**src/lcd_pkg.sv**
```systemverilog
`default_nettype none

package lcd_pkg;

    // panel timing, 240x320 rgb565
    localparam int H_DISPLAY = 240;  // visible columns
    localparam int H_BACK    = 24;   // left border
    localparam int H_FRONT   = 16;   // right border
    localparam int H_SYNC    = 16;   // hsync width in clocks
    localparam int V_DISPLAY = 320;  // visible lines
    localparam int V_BACK    = 2;    // top border
    localparam int V_FRONT   = 4;    // bottom border
    localparam int V_SYNC    = 4;    // vsync width in lines

    localparam int H_SYNC_START     = H_DISPLAY + H_FRONT;               // 256
    localparam int H_SYNC_END       = H_DISPLAY + H_FRONT + H_SYNC - 1;  // 271
    localparam int H_MAX            = H_DISPLAY + H_BACK + H_FRONT + H_SYNC - 1;  // 295
    localparam int V_SYNC_START     = V_DISPLAY + V_FRONT;               // 324
    localparam int V_SYNC_END       = V_DISPLAY + V_FRONT + V_SYNC - 1;  // 327
    localparam int V_MAX            = V_DISPLAY + V_BACK + V_FRONT + V_SYNC - 1;  // 329
    localparam int DE_START_UP_TIME = H_BACK;  // idle clocks after each line wrap
    localparam int POS_W            = 9;       // hpos/vpos width

    // power-up sequencer
    localparam int RST_HOLD_CYCLES  = 16;  // panel reset low time
    localparam int INIT_WAIT_CYCLES = 64;  // settle time before drawing
    localparam int SEQ_CNT_W        = 7;   // covers both counts
    localparam logic [1:0] SEQ_OFF    = 2'd0;  // panel held off
    localparam logic [1:0] SEQ_HOLD   = 2'd1;  // reset pulse
    localparam logic [1:0] SEQ_SETTLE = 2'd2;  // wait, then draw

    // apb register map
    localparam int APB_AW = 4;
    localparam int APB_DW = 32;
    localparam int FCNT_W = 8;  // frame counter, wraps
    localparam logic [APB_AW-1:0] ADDR_CTRL   = 4'h0;
    localparam logic [APB_AW-1:0] ADDR_FG     = 4'h4;
    localparam logic [APB_AW-1:0] ADDR_BG     = 4'h8;
    localparam logic [APB_AW-1:0] ADDR_STATUS = 4'hC;  // read only

    typedef struct packed {
        logic [4:0] r;
        logic [5:0] g;
        logic [4:0] b;
    } rgb565_t;

    localparam int BAR_W  = 30;  // columns per colour bar
    localparam int BAR_N  = 8;
    localparam int BAR_IW = $clog2(BAR_N);
    localparam rgb565_t BAR_COLORS [BAR_N] = '{
        '{5'h1f, 6'h3f, 5'h1f},  // white
        '{5'h1f, 6'h3f, 5'h00},  // yellow
        '{5'h00, 6'h3f, 5'h1f},  // cyan
        '{5'h00, 6'h3f, 5'h00},  // green
        '{5'h1f, 6'h00, 5'h1f},  // magenta
        '{5'h1f, 6'h00, 5'h00},  // red
        '{5'h00, 6'h00, 5'h1f},  // blue
        '{5'h00, 6'h00, 5'h00}   // black
    };

    typedef enum logic [1:0] {
        PAT_SOLID   = 2'd0,
        PAT_BARS    = 2'd1,
        PAT_CHECKER = 2'd2,
        PAT_GRID    = 2'd3
    } pattern_e;

    typedef struct packed {
        logic     enable;
        pattern_e mode;
        rgb565_t  fg;
        rgb565_t  bg;
    } lcd_ctrl_t;

    typedef struct packed {
        logic             hsync;  // active low
        logic             vsync;  // active low
        logic             de;
        logic [POS_W-1:0] hpos;
        logic [POS_W-1:0] vpos;
        logic             frame_start;
    } lcd_pos_t;

    typedef struct packed {
        logic    hsync;
        logic    vsync;
        logic    de;
        rgb565_t rgb;
    } lcd_port_t;

endpackage

`default_nettype wire

```
**src/lcd_apb_regs.sv**
```systemverilog
`default_nettype none

module lcd_apb_regs (
    input  logic                       CLK,
    input  logic                       RESET,
    input  logic                       psel,
    input  logic                       penable,
    input  logic                       pwrite,
    input  logic [lcd_pkg::APB_AW-1:0] paddr,
    input  logic [lcd_pkg::APB_DW-1:0] pwdata,
    output logic [lcd_pkg::APB_DW-1:0] prdata,
    output logic                       pready,
    output logic                       pslverr,
    input  logic                       draw_on,
    input  logic                       lcd_rst_n,
    input  logic                       frame_start,
    output lcd_pkg::lcd_ctrl_t         ctrl
);
    import lcd_pkg::*;

    lcd_ctrl_t         ctrl_q;     // ctrl, fg, bg registers
    logic [FCNT_W-1:0] frame_cnt;  // frames drawn
    logic              access;     // apb access phase
    logic              addr_hit;   // mapped address
    logic              bad;        // error condition
    logic              wr_en;
    logic [APB_DW-1:0] rd_data;

    assign access = psel & penable;
    assign pready = 1'b1;  // no wait states

    // address decode and read mux
    always_comb begin
        addr_hit = 1'b1;
        rd_data  = '0;
        case (paddr)
            ADDR_CTRL: begin
                rd_data = {{(APB_DW - 3){1'b0}}, ctrl_q.mode, ctrl_q.enable};
            end
            ADDR_FG: begin
                rd_data = {{(APB_DW - 16){1'b0}}, ctrl_q.fg};
            end
            ADDR_BG: begin
                rd_data = {{(APB_DW - 16){1'b0}}, ctrl_q.bg};
            end
            ADDR_STATUS: begin
                rd_data = {{(APB_DW - 17){1'b0}}, lcd_rst_n,  // bit 16
                           frame_cnt,                     // bits 15:8
                           7'd0, draw_on};                // bit 0
            end
            default: begin
                addr_hit = 1'b0;  // unmapped
            end
        endcase
    end

    assign bad     = ~addr_hit | (pwrite & (paddr == ADDR_STATUS));  // status is ro
    assign pslverr = access & bad;
    assign wr_en   = access & pwrite & ~bad;  // error write is dropped
    assign prdata  = (access && !pwrite && !bad) ? rd_data : '0;  // error read -> 0

    // register writes, end of access phase
    always_ff @(posedge CLK or negedge RESET) begin
        if (!RESET) begin
            ctrl_q <= '0;
        end else if (wr_en) begin
            case (paddr)
                ADDR_CTRL: begin
                    ctrl_q.enable <= pwdata[0];
                    ctrl_q.mode   <= pattern_e'(pwdata[2:1]);
                end
                ADDR_FG: begin
                    ctrl_q.fg <= rgb565_t'(pwdata[15:0]);
                end
                ADDR_BG: begin
                    ctrl_q.bg <= rgb565_t'(pwdata[15:0]);
                end
                default: begin
                    ctrl_q <= ctrl_q;  // not reachable, bad covers it
                end
            endcase
        end
    end

    // frame counter, only while drawing
    always_ff @(posedge CLK or negedge RESET) begin
        if (!RESET) begin
            frame_cnt <= '0;
        end else if (frame_start && draw_on) begin
            frame_cnt <= frame_cnt + 1'b1;  // wraps at 256
        end
    end

    assign ctrl = ctrl_q;

endmodule

`default_nettype wire

```
**src/lcd_pattern_gen.sv**
```systemverilog
`default_nettype none

module lcd_pattern_gen (
    input  logic               CLK,
    input  logic               RESET,
    input  lcd_pkg::lcd_pos_t  pos,
    input  lcd_pkg::lcd_ctrl_t ctrl,
    output lcd_pkg::lcd_port_t port
);
    import lcd_pkg::*;

    logic [POS_W-1:0]  bar_div;     // hpos / bar width
    logic [BAR_IW-1:0] bar_idx;     // clamped bar number
    logic              checker_on;  // fg square
    logic              grid_on;     // fg line
    rgb565_t           pix;         // colour for this position
    rgb565_t           pix_de;      // blanked outside de

    assign bar_div = pos.hpos / POS_W'(BAR_W);
    // past the last bar only happens in blanking
    assign bar_idx = (bar_div >= POS_W'(BAR_N)) ? BAR_IW'(BAR_N - 1)
                                                : bar_div[BAR_IW-1:0];

    assign checker_on = pos.hpos[4] ^ pos.vpos[4];  // 16x16 squares
    assign grid_on    = (pos.hpos[3:0] == 4'd0) ||
                        (pos.vpos[3:0] == 4'd0);    // every 16th col/line

    // colour select by mode
    always_comb begin
        case (ctrl.mode)
            PAT_SOLID: begin
                pix = ctrl.bg;
            end
            PAT_BARS: begin
                pix = BAR_COLORS[bar_idx];
            end
            PAT_CHECKER: begin
                pix = checker_on ? ctrl.fg : ctrl.bg;
            end
            PAT_GRID: begin
                pix = grid_on ? ctrl.fg : ctrl.bg;
            end
            default: begin
                pix = ctrl.bg;
            end
        endcase
    end

    assign pix_de = pos.de ? pix : '0;  // black in blanking

    // pin register, one clock after pos
    always_ff @(posedge CLK or negedge RESET) begin
        if (!RESET) begin
            port.hsync <= 1'b1;  // inactive
            port.vsync <= 1'b1;
            port.de    <= 1'b0;
            port.rgb   <= '0;
        end else begin
            port.hsync <= pos.hsync;
            port.vsync <= pos.vsync;
            port.de    <= pos.de;
            port.rgb   <= pix_de;
        end
    end

endmodule

`default_nettype wire

```
**src/lcd_power_seq.sv**
```systemverilog
`default_nettype none

module lcd_power_seq (
    input  logic CLK,
    input  logic RESET,
    input  logic enable,
    output logic draw_on,
    output logic lcd_rst_n
);
    import lcd_pkg::*;

    logic [1:0]           state;    // off / hold / settle
    logic [SEQ_CNT_W-1:0] cnt;      // shared cycle counter
    logic                 draw_q;
    logic                 rst_n_q;

    always_ff @(posedge CLK or negedge RESET) begin
        if (!RESET) begin
            state   <= SEQ_OFF;
            cnt     <= '0;
            draw_q  <= 1'b0;
            rst_n_q <= 1'b0;  // panel in reset
        end else if (!enable) begin
            // withdrawn enable drops everything next clock
            state   <= SEQ_OFF;
            cnt     <= '0;
            draw_q  <= 1'b0;
            rst_n_q <= 1'b0;
        end else begin
            case (state)
                SEQ_OFF: begin
                    state <= SEQ_HOLD;          // start reset pulse
                    cnt   <= SEQ_CNT_W'(1);     // off clock is the first hold clock
                end
                SEQ_HOLD: begin
                    if (cnt == SEQ_CNT_W'(RST_HOLD_CYCLES - 1)) begin
                        state   <= SEQ_SETTLE;
                        cnt     <= '0;
                        rst_n_q <= 1'b1;  // release panel reset
                    end else begin
                        cnt <= cnt + 1'b1;
                    end
                end
                SEQ_SETTLE: begin
                    if (cnt == SEQ_CNT_W'(INIT_WAIT_CYCLES - 1)) begin
                        draw_q <= 1'b1;  // hold here while enabled
                    end else begin
                        cnt <= cnt + 1'b1;
                    end
                end
                default: begin
                    state <= SEQ_OFF;  // illegal code
                end
            endcase
        end
    end

    assign draw_on   = draw_q;
    assign lcd_rst_n = rst_n_q;

endmodule

`default_nettype wire

```
**src/lcd_sync_gen.sv**
```systemverilog
`default_nettype none

module lcd_sync_gen (
    input  logic              CLK,
    input  logic              RESET,
    input  logic              draw_on,
    output lcd_pkg::lcd_pos_t pos
);
    import lcd_pkg::*;

    logic [POS_W-1:0] hpos;         // column counter
    logic [POS_W-1:0] vpos;         // line counter
    logic [POS_W-1:0] de_start_up;  // idle clocks since line wrap
    logic             hmax;
    logic             vmax;
    logic             su_done;      // start-up delay elapsed

    assign hmax    = (hpos == POS_W'(H_MAX));
    assign vmax    = (vpos == POS_W'(V_MAX));
    assign su_done = (de_start_up == POS_W'(DE_START_UP_TIME));

    // horizontal counter, held until start-up done
    always_ff @(posedge CLK or negedge RESET) begin
        if (!RESET) begin
            hpos <= '0;
        end else if (hmax) begin
            hpos <= '0;
        end else if (su_done && draw_on) begin
            hpos <= hpos + 1'b1;
        end
    end

    // vertical counter, steps on line wrap
    always_ff @(posedge CLK or negedge RESET) begin
        if (!RESET) begin
            vpos <= '0;
        end else if (hmax) begin
            if (vmax) begin
                vpos <= '0;
            end else if (draw_on) begin
                vpos <= vpos + 1'b1;
            end
        end
    end

    // start-up delay, restarted every line
    always_ff @(posedge CLK or negedge RESET) begin
        if (!RESET) begin
            de_start_up <= '0;
        end else if (hmax) begin
            de_start_up <= '0;
        end else if (!su_done && draw_on) begin
            de_start_up <= de_start_up + 1'b1;
        end
    end

    // sync, de and frame pulse straight from the counters
    always_comb begin
        pos.hsync = ~((hpos >= POS_W'(H_SYNC_START)) &&
                      (hpos <= POS_W'(H_SYNC_END)));  // low in window
        pos.vsync = ~((vpos >= POS_W'(V_SYNC_START)) &&
                      (vpos <= POS_W'(V_SYNC_END)));
        pos.de    = (hpos < POS_W'(H_DISPLAY)) && (vpos < POS_W'(V_DISPLAY)) &&
                    draw_on && su_done;
        pos.hpos  = hpos;
        pos.vpos  = vpos;
        pos.frame_start = hmax & vmax;  // last pixel of the frame
    end

endmodule

`default_nettype wire

```
**src/lcd_top.sv**
```systemverilog
`default_nettype none

module lcd_top (
    input  logic                       CLK,
    input  logic                       RESET,
    input  logic                       psel,
    input  logic                       penable,
    input  logic                       pwrite,
    input  logic [lcd_pkg::APB_AW-1:0] paddr,
    input  logic [lcd_pkg::APB_DW-1:0] pwdata,
    output logic [lcd_pkg::APB_DW-1:0] prdata,
    output logic                       pready,
    output logic                       pslverr,
    output logic                       lcd_rst_n,
    output lcd_pkg::lcd_port_t         port
);
    import lcd_pkg::*;

    lcd_ctrl_t ctrl;     // register contents
    logic      draw_on;  // panel ready for pixels
    lcd_pos_t  pos;      // timing and position

    lcd_apb_regs u_regs (
        .CLK         (CLK),
        .RESET       (RESET),
        .psel        (psel),
        .penable     (penable),
        .pwrite      (pwrite),
        .paddr       (paddr),
        .pwdata      (pwdata),
        .prdata      (prdata),
        .pready      (pready),
        .pslverr     (pslverr),
        .draw_on     (draw_on),
        .lcd_rst_n   (lcd_rst_n),
        .frame_start (pos.frame_start),
        .ctrl        (ctrl)
    );

    lcd_power_seq u_seq (
        .CLK       (CLK),
        .RESET     (RESET),
        .enable    (ctrl.enable),
        .draw_on   (draw_on),
        .lcd_rst_n (lcd_rst_n)
    );

    lcd_sync_gen u_sync (
        .CLK     (CLK),
        .RESET   (RESET),
        .draw_on (draw_on),
        .pos     (pos)
    );

    lcd_pattern_gen u_pat (
        .CLK   (CLK),
        .RESET (RESET),
        .pos   (pos),
        .ctrl  (ctrl),
        .port  (port)
    );

endmodule

`default_nettype wire

```
**config.mk**
```make
export PLATFORM = sky130hd
export DESIGN_NAME = lcd_top
export DESIGN_NICKNAME = d
export VERILOG_FILES = /design/src/lcd_pkg.sv /design/src/lcd_apb_regs.sv /design/src/lcd_pattern_gen.sv /design/src/lcd_power_seq.sv /design/src/lcd_sync_gen.sv /design/src/lcd_top.sv
export SDC_FILE = /design/constraint.sdc
export NUM_CORES = 1
export LEC_CHECK = 0
export ABC_AREA = 1
export ABC_CLOCK_PERIOD_IN_PS = 3260
export BUFFER_PORTS_ARGS = -buffer_cell sky130_fd_sc_hd__buf_2
export CELL_PAD_IN_SITES_DETAIL_PLACEMENT = 1
export CELL_PAD_IN_SITES_GLOBAL_PLACEMENT = 2
export CORE_MARGIN = 2
export CORE_UTILIZATION = 36
export CTS_CLUSTER_SIZE = 40
export DETAILED_ROUTE_END_ITERATION = 10
export GPL_ROUTABILITY_DRIVEN = 0
export PLACE_DENSITY = 0.92
export SYNTH_ARGS = -nofsm -noshare
export SYNTH_HDL_FRONTEND = slang
export SYNTH_SLANG_ARGS = --single-unit
```
**constraint.sdc**
```tcl
create_clock -name CLK -period 3.26 [get_ports CLK]
set_clock_uncertainty 0.05 [all_clocks]
set_input_delay 0.163 -clock CLK [delete_from_list [all_inputs] [get_ports CLK]]
set_output_delay 0.163 -clock CLK [all_outputs]
set_load 0.01 [all_outputs]
```
==> qor.txt, run 1 <==
CP bufs+invs: 1
Clk sinks: 100
GRT overflow: 0
Largest net degree at the start of global routing: 54
Commonest non-fill, non-tap cell in the layout: nand2_1
Worst EP arrival: 2.52 ns
First-pass GRT wire length: 27600 um
Starting Density: 36.9%
Worst Path Max Fanout: 6
Clock Pin Slew Worst Setup and Hold Paths: 0.08 ns
Max Slew Vio Count: 0
Met1 usage: 28.6%
Post-CTS setup buffers: 0
Drt first pass iters: 5
Post-DP HPWL: 12000 um
Power Total: 2.77 mW
Clk Latency, worst-skew pair: 0.36 ns
Max stage delay cell, worst path: dfrtp_1
Post-cts resize count: 0
Type of the worst min-delay path: in2reg
Max cap viols: 0
Worst hold margin: 0.0108 ns
Vert. Die Dim: 132 um
Yosys top cell area share: 41.6%
Mapped cell area: 5890 um2
Proportion of layout cells with a drive suffix above 1: 17.7%
Crit-path cells: ha_1, nand2_1, nor3_4, buf_4, o21ai_2, nor3_2, nand2_1, nor2_1, nand2_1, nor3_1, nor3b_2
Inst Count DP: 1022
Antenna cells: 0
Synth top area cells: dfrtp_1 42%, nand2_1 8.7%, o21ai_0 7.9%
Crit path launch type: flip-flop
FP Rows: 46
Routing usage on met2: 29.8%
Sequential-to-total area share from yosys stat: 42.5%
Status: complete, no violations
Min cycle time layout: 2.35 ns
Final worst setup slack: 0.909 ns
Commonest non-fill, non-tap cells in the layout: 137 x nand2_1, 104 x inv_1, 98 x dfrtp_1
Post-synth ARST share: 100%
Global Route met3 Usage: 2.92%
Crit share post-route: 72.1%
Avg Synthesized Cell Area: 7.82 um2
Slew Limit Headroom: 27.6%
RSZ-0062 raised after global routing: no
Post-synth EDFFs: 0
Die Wd: 132 um
LEAKAGE: 3.19 nW
IO Pins: 95
Gr usage total: 19.5%
Num CTS Buffers: 9
Setup violators final: 0
PD cells: 412 nW/um2
Cell taking the most area after synthesis: dfrtp_1
Antenna violations before repair: 0
Vias in the first global route: 5353
Setup tns final: 0 ns
Number of synthesized register bits: 100
Synth unique cells: 48
Core Area: 15900 um2
Pre-CTS WS: 0.924 ns
Max Root-Sink Buffers: 2
Initial DRC Count: 275
Yosys warns: 0
Top FF cell, synth: dfrtp_1
Peak supply drop: 0.238 mV
Actual slew at the worst max-slew pin: 1.08 ns
CP dominant cell by count: nand2_1
TritonCTS clock tree: built
Final std cells w/o fill: 1039
Area growth syn-to-layout: 14.3%
CP required: 3.43 ns
CP top delay family: simple AND/OR/NAND/NOR gates
Vias: 5288
Layer with the highest usage: met2
Root buffer cell: clkbuf_16
DRC: 0
Number of I/O port buffers: 62
Crit end category: flip-flop
Cells after Synth: 753
Drt wl/cell: 15.8 um
Hold-fix buffers, CTS: 1
H-Tree Depth: 3
Post-DRT Antenna Nets: 0
Drt total wl: 16400 um
Full die area: 17400 um2
Final nets: 873
Crit-path max cell delay: 0.40 ns
DR vias/cell: 5.09
F_max: 0.425 GHz
Crit Path Class: reg2reg
Final Hold Violating Endpoints: 0
[synth_stat cells (3+ instances only)]
cell      instances
xnor2_1           4
o221a_2           8
nor3_1           17
clkinv_1          3
inv_2             4
nor2_1           64
xor2_1            8
a21oi_2           5
nand4_1           9
buf_4            17
ha_1             14
nor3_2            4
a21oi_1          33
inv_1           104
o21ai_1           4
nor2_2            3
o21ai_0          93
o211ai_1          7
o221ai_1          3
a41oi_1           6
nor4_1            3
o22ai_1          12
dfrtp_1          98
nand2_1         137
nand3_1          32
nor2_4            3
nand2_4           4
clkbuf_1         17
nand2_2          13
[report_power, final]
part	switching [mW]	leakage [nW]	total, mW	internal (mW)
Sequential	0.0688	1.37	1.37	1.30
Clock	0.499	0.144	1.11	0.615
Combinational	0.195	1.68	0.288	0.0929
[final cells by class]
cell class,count,area (um2)
Clock buffer,10,239
Clock inverter,6,63.8
Fill cell,2006,9210
Inverter,111,417
Multi-Input combinational cell,520,2820
Sequential cell,100,2500
Tap cell,216,270
Timing Repair Buffer,76,420
[through the flow]
step / area [um2] / utilization (%)
after floorplan: 5940 / -
after global placement: 6420 / 40.3
after detailed placement: 6420 / 40.3
after CTS: 6730 / 42.2
after global routing: 6730 / 42.2
final: 6730 / 42.2
[logic make-up after synthesis]
kind of cell / count (synthesis) / synth area share [%]
AOI/OAI and AO/OA: 182 / 18.8
xor gates and xnor gates: 12 / 1.78
adders and majority gates: 14 / 2.97
buffers and inverters: 147 / 10.5
DFF: 100 / 42.5
muxes: 1 / 0.191
other: 2 / 0.128
and+or+nand+nor: 295 / 23.1
[path summary, 6_finish.rpt]
kind / start / to / slack [ns] / depth (start not counted)
max: u_sync.hpos[1] / u_sync.vpos[8] / 0.91 / 11
max reg2reg: u_sync.hpos[1] / u_sync.vpos[8] / 0.91 / 11
min in group asynchronous: RESET / u_sync.de_start_up[7] / 0.36 / 2
max in group asynchronous: RESET / u_pat.port[15] / 2.05 / 3
min reg2reg: u_regs.frame_cnt[6] / u_regs.frame_cnt[6] / 0.46 / 1
min: pwdata[3] / u_regs.ctrl[3] / 0.01 / 3
[worst min-delay path: cells and delay by family]
family,cells,cell delay (ns)
AO/OA/AOI/OAI,1,0.07
buffers and inverters,2,0.14
[metal layers]
layer	vias up	part of all wire [%]
met3	21	4.0
met1	2573	50
met4	0	1.5
met2	106	44
li1	2588	-
met5	-	0
[sequential cells by signal (all words and copies together), names as in the netlist]
signal,flops
u_regs.ctrl,35
u_seq.cnt,7
u_regs.frame_cnt,8
u_sync.de_start_up,9
u_seq.lcd_rst_n,1
u_seq.state,2
u_seq.draw_on,1
u_sync.hpos,9
u_sync.vpos,9
u_pat.port,19
Note: power is estimated with default switching activity, not from simulation.
==> run 2: changes to the inputs <==
--- a/config.mk
+++ b/config.mk
@@ -6,16 +6,16 @@
 export NUM_CORES = 1
 export LEC_CHECK = 0
 export ABC_AREA = 1
-export ABC_CLOCK_PERIOD_IN_PS = 3260
+export ABC_CLOCK_PERIOD_IN_PS = 2380
 export BUFFER_PORTS_ARGS = -buffer_cell sky130_fd_sc_hd__buf_2
 export CELL_PAD_IN_SITES_DETAIL_PLACEMENT = 1
 export CELL_PAD_IN_SITES_GLOBAL_PLACEMENT = 2
 export CORE_MARGIN = 2
-export CORE_UTILIZATION = 36
+export CORE_UTILIZATION = 33
 export CTS_CLUSTER_SIZE = 40
 export DETAILED_ROUTE_END_ITERATION = 10
 export GPL_ROUTABILITY_DRIVEN = 0
-export PLACE_DENSITY = 0.92
+export PLACE_DENSITY = 0.86
 export SYNTH_ARGS = -nofsm -noshare
 export SYNTH_HDL_FRONTEND = slang
 export SYNTH_SLANG_ARGS = --single-unit
==> constraint.sdc (replaced) <==
create_clock -name CLK -period 2.38 [get_ports CLK]
set_clock_uncertainty 0.05 [all_clocks]
set_input_delay 0.119 -clock CLK [delete_from_list [all_inputs] [get_ports CLK]]
set_output_delay 0.119 -clock CLK [all_outputs]
set_load 0.01 [all_outputs]
==> run 2 against run 1 <==
- critical path depth is 1 higher
- power is 37% higher
- core utilization is 2.1 points lower
- fmax is 8.8% higher
- final cell count is 2.9% higher
- sequential share of layout area is 1.2 points lower
- design area is 3.6% higher
- clock power is 36% higher
- routed wire length is 1.7% higher
- worst hold slack better by 0.00065 ns
- non-clock buffer count is 21 higher
- first-iteration DRC count is 5.1% higher
- critical path type unchanged
- critical endpoint is now u_pat.port[12]
- largest cell class unchanged
==> qor.txt, run 2 (synthesis gave the netlist of run 1 again) <==
Num CTS Buffers: 9
Crit Path Class: reg2reg
Antenna cells: 0
F_max: 0.463 GHz
Max cap viols: 0
TritonCTS clock tree: built
Slew Limit Headroom: 63.6%
Proportion of layout cells with a drive suffix above 1: 19.8%
LEAKAGE: 3.32 nW
PD cells: 545 nW/um2
Status: complete, no violations
DRC: 0
Reg-to-Reg End: u_pat.port[12]
CP Depth: 12
Starting Density: 33.9%
Crit path launch type: flip-flop
FP Rows: 48
Worst Hold Depth: 3
Actual slew at the worst max-slew pin: 0.542 ns
Reg2Reg Setup Slack: 0.22 ns
Crit-path cells: nand2_4, nor2_4, nand2_2, nand3_2, nand2_2, nor2_4, nand2_4, nand2_4, nand2_2, nand4_1, nand3_1, a41oi_1
Final nets: 894
Crit-path max cell delay: 0.48 ns
Worst Path Max Fanout: 5
Power share of the sequential group: 49.5%
DR vias/cell: 4.99
H-Tree Depth: 3
Post-DP HPWL: 12600 um
Depth of the most critical reg-to-reg path: 12
Sw Share: 27.3%
Setup violators final: 0
Peak supply drop: 0.351 mV
Crit share post-route: 90.8%
Max Root-Sink Buffers: 2
GRT overflow: 0
Antenna violations before repair: 0
Worst EP arrival: 2.35 ns
Commonest non-fill, non-tap cells in the layout: 136 x nand2_1, 104 x inv_1, 96 x dfrtp_1
Clk Latency, worst-skew pair: 0.36 ns
Clk pwr share: 39.8%
Final worst setup slack: 0.218 ns
CP bufs+invs: 0
Die Wd: 138 um
Type of the worst min-delay path: in2reg
Initial DRC Count: 289
Largest net degree at the start of global routing: 56
Hold Crit Endpoint: u_regs.ctrl[0]
Max stage delay cell, worst path: dfrtp_1
FF-to-FF Start: u_sync.hpos[6]
Crit end category: flip-flop
Max Slew Vio Count: 0
Clock Pin Slew Worst Setup and Hold Paths: 0.07 ns
Pint: 2.77 mW
CP required: 2.57 ns
Final Hold Violating Endpoints: 0
Drt wl/cell: 15.6 um
Number of I/O port buffers: 62
IO Pins: 95
Root buffer cell: clkbuf_16
Gr usage total: 18.9%
Vert. Die Dim: 138 um
Vias: 5331
Drt total wl: 16700 um
Inst Count DP: 1043
CP top delay family: simple AND/OR/NAND/NOR gates
Commonest non-fill, non-tap cell in the layout: nand2_1
Sw Pwr: 1.04 mW
Post-DRT Antenna Nets: 0
Comb pwr share: 10.7%
Layout Utilization: 40.2%
Full die area: 18900 um2
Clk sinks: 100
Drt first pass iters: 4
Final std cells w/o fill: 1069
Core Area: 17400 um2
Pre-CTS WS: 0.135 ns
First-pass GRT wire length: 27800 um
Power Total: 3.80 mW
Max FFs per register: 35
Area growth syn-to-layout: 18.4%
Vias in the first global route: 5329
Hold_sp: pwdata[0]
Min cycle time layout: 2.16 ns
-- run 2: cell types whose count changed in the layout (fill, tap and decap cells not counted), sizes merged --
cell / delta
clkinvlp: -1
buf: +12
dlygate4sd3: +9
inv: +1
-- run 2: power groups by stage --
stage / Clock [mW] / Combinational [mW] / Sequential, mW
after floorplan: 0 / 0.276 / 1.87
after global placement: 0 / 0.386 / 1.91
after detailed placement: 0 / 0.395 / 1.91
after CTS: 1.55 / 0.409 / 1.88
after global routing: 1.62 / 0.470 / 1.90
final: 1.51 / 0.408 / 1.88
-- run 2: layer usage --
layer  GRT usage [%]  routed length [um]
met1            26.4                8130
met3            3.02                 582
met4            5.96                 285
met2            29.9                7730
met5               0                   0
-- run 2: what timing repair did --
action                                  in CTS  in global routing
endpoints found under the hold margin      116                  0
hold buffers                                10                  0
endpoints found under the setup margin       0                 13
setup buffers                                0                  0
resized for setup                            0                 11
-- run 2: cell type report --
type,count,area (um2)
fillers,2152,10400
multi-input cells,520,2850
flip-flops and latches,100,2510
repair buffers,97,613
inverters,111,417
well taps,225,282
clock buffers,10,239
clock inverters,6,61.3
-- run 2: worst min-delay path, stage by stage --
cell and delay, ns:
buf_2 0.10, inv_1 0.07, o21ai_0 0.08
-- run 2: how the worst max path moves through the flow --
stage | start | endpoint | slack [ns]
final | u_sync.hpos[6] | u_pat.port[12] | 0.22
after detailed placement | u_sync.hpos[1] | u_sync.de_start_up[8] | 0.14
after CTS | u_sync.hpos[1] | u_regs.frame_cnt[7] | 0.09
after global placement | u_sync.hpos[7] | u_regs.frame_cnt[7] | 0.19
after floorplan | u_sync.hpos[1] | u_regs.frame_cnt[7] | 0.41
after global routing | u_sync.vpos[1] | u_sync.vpos[8] | -0.01
-- run 2: stage by stage --
| step | TNS, ns | cell area (um2) | hold slack, ns |
|---|---|---|---|
| after CTS | 0 | 6930 | 0.00613 |
| after global placement | 0 | 6530 | -0.0765 |
| after detailed placement | 0 | 6530 | -0.0761 |
| after global routing | -0.0122 | 6970 | 0.0289 |
| final | 0 | 6970 | 0.0114 |
| after floorplan | 0 | 5940 | -0.227 |
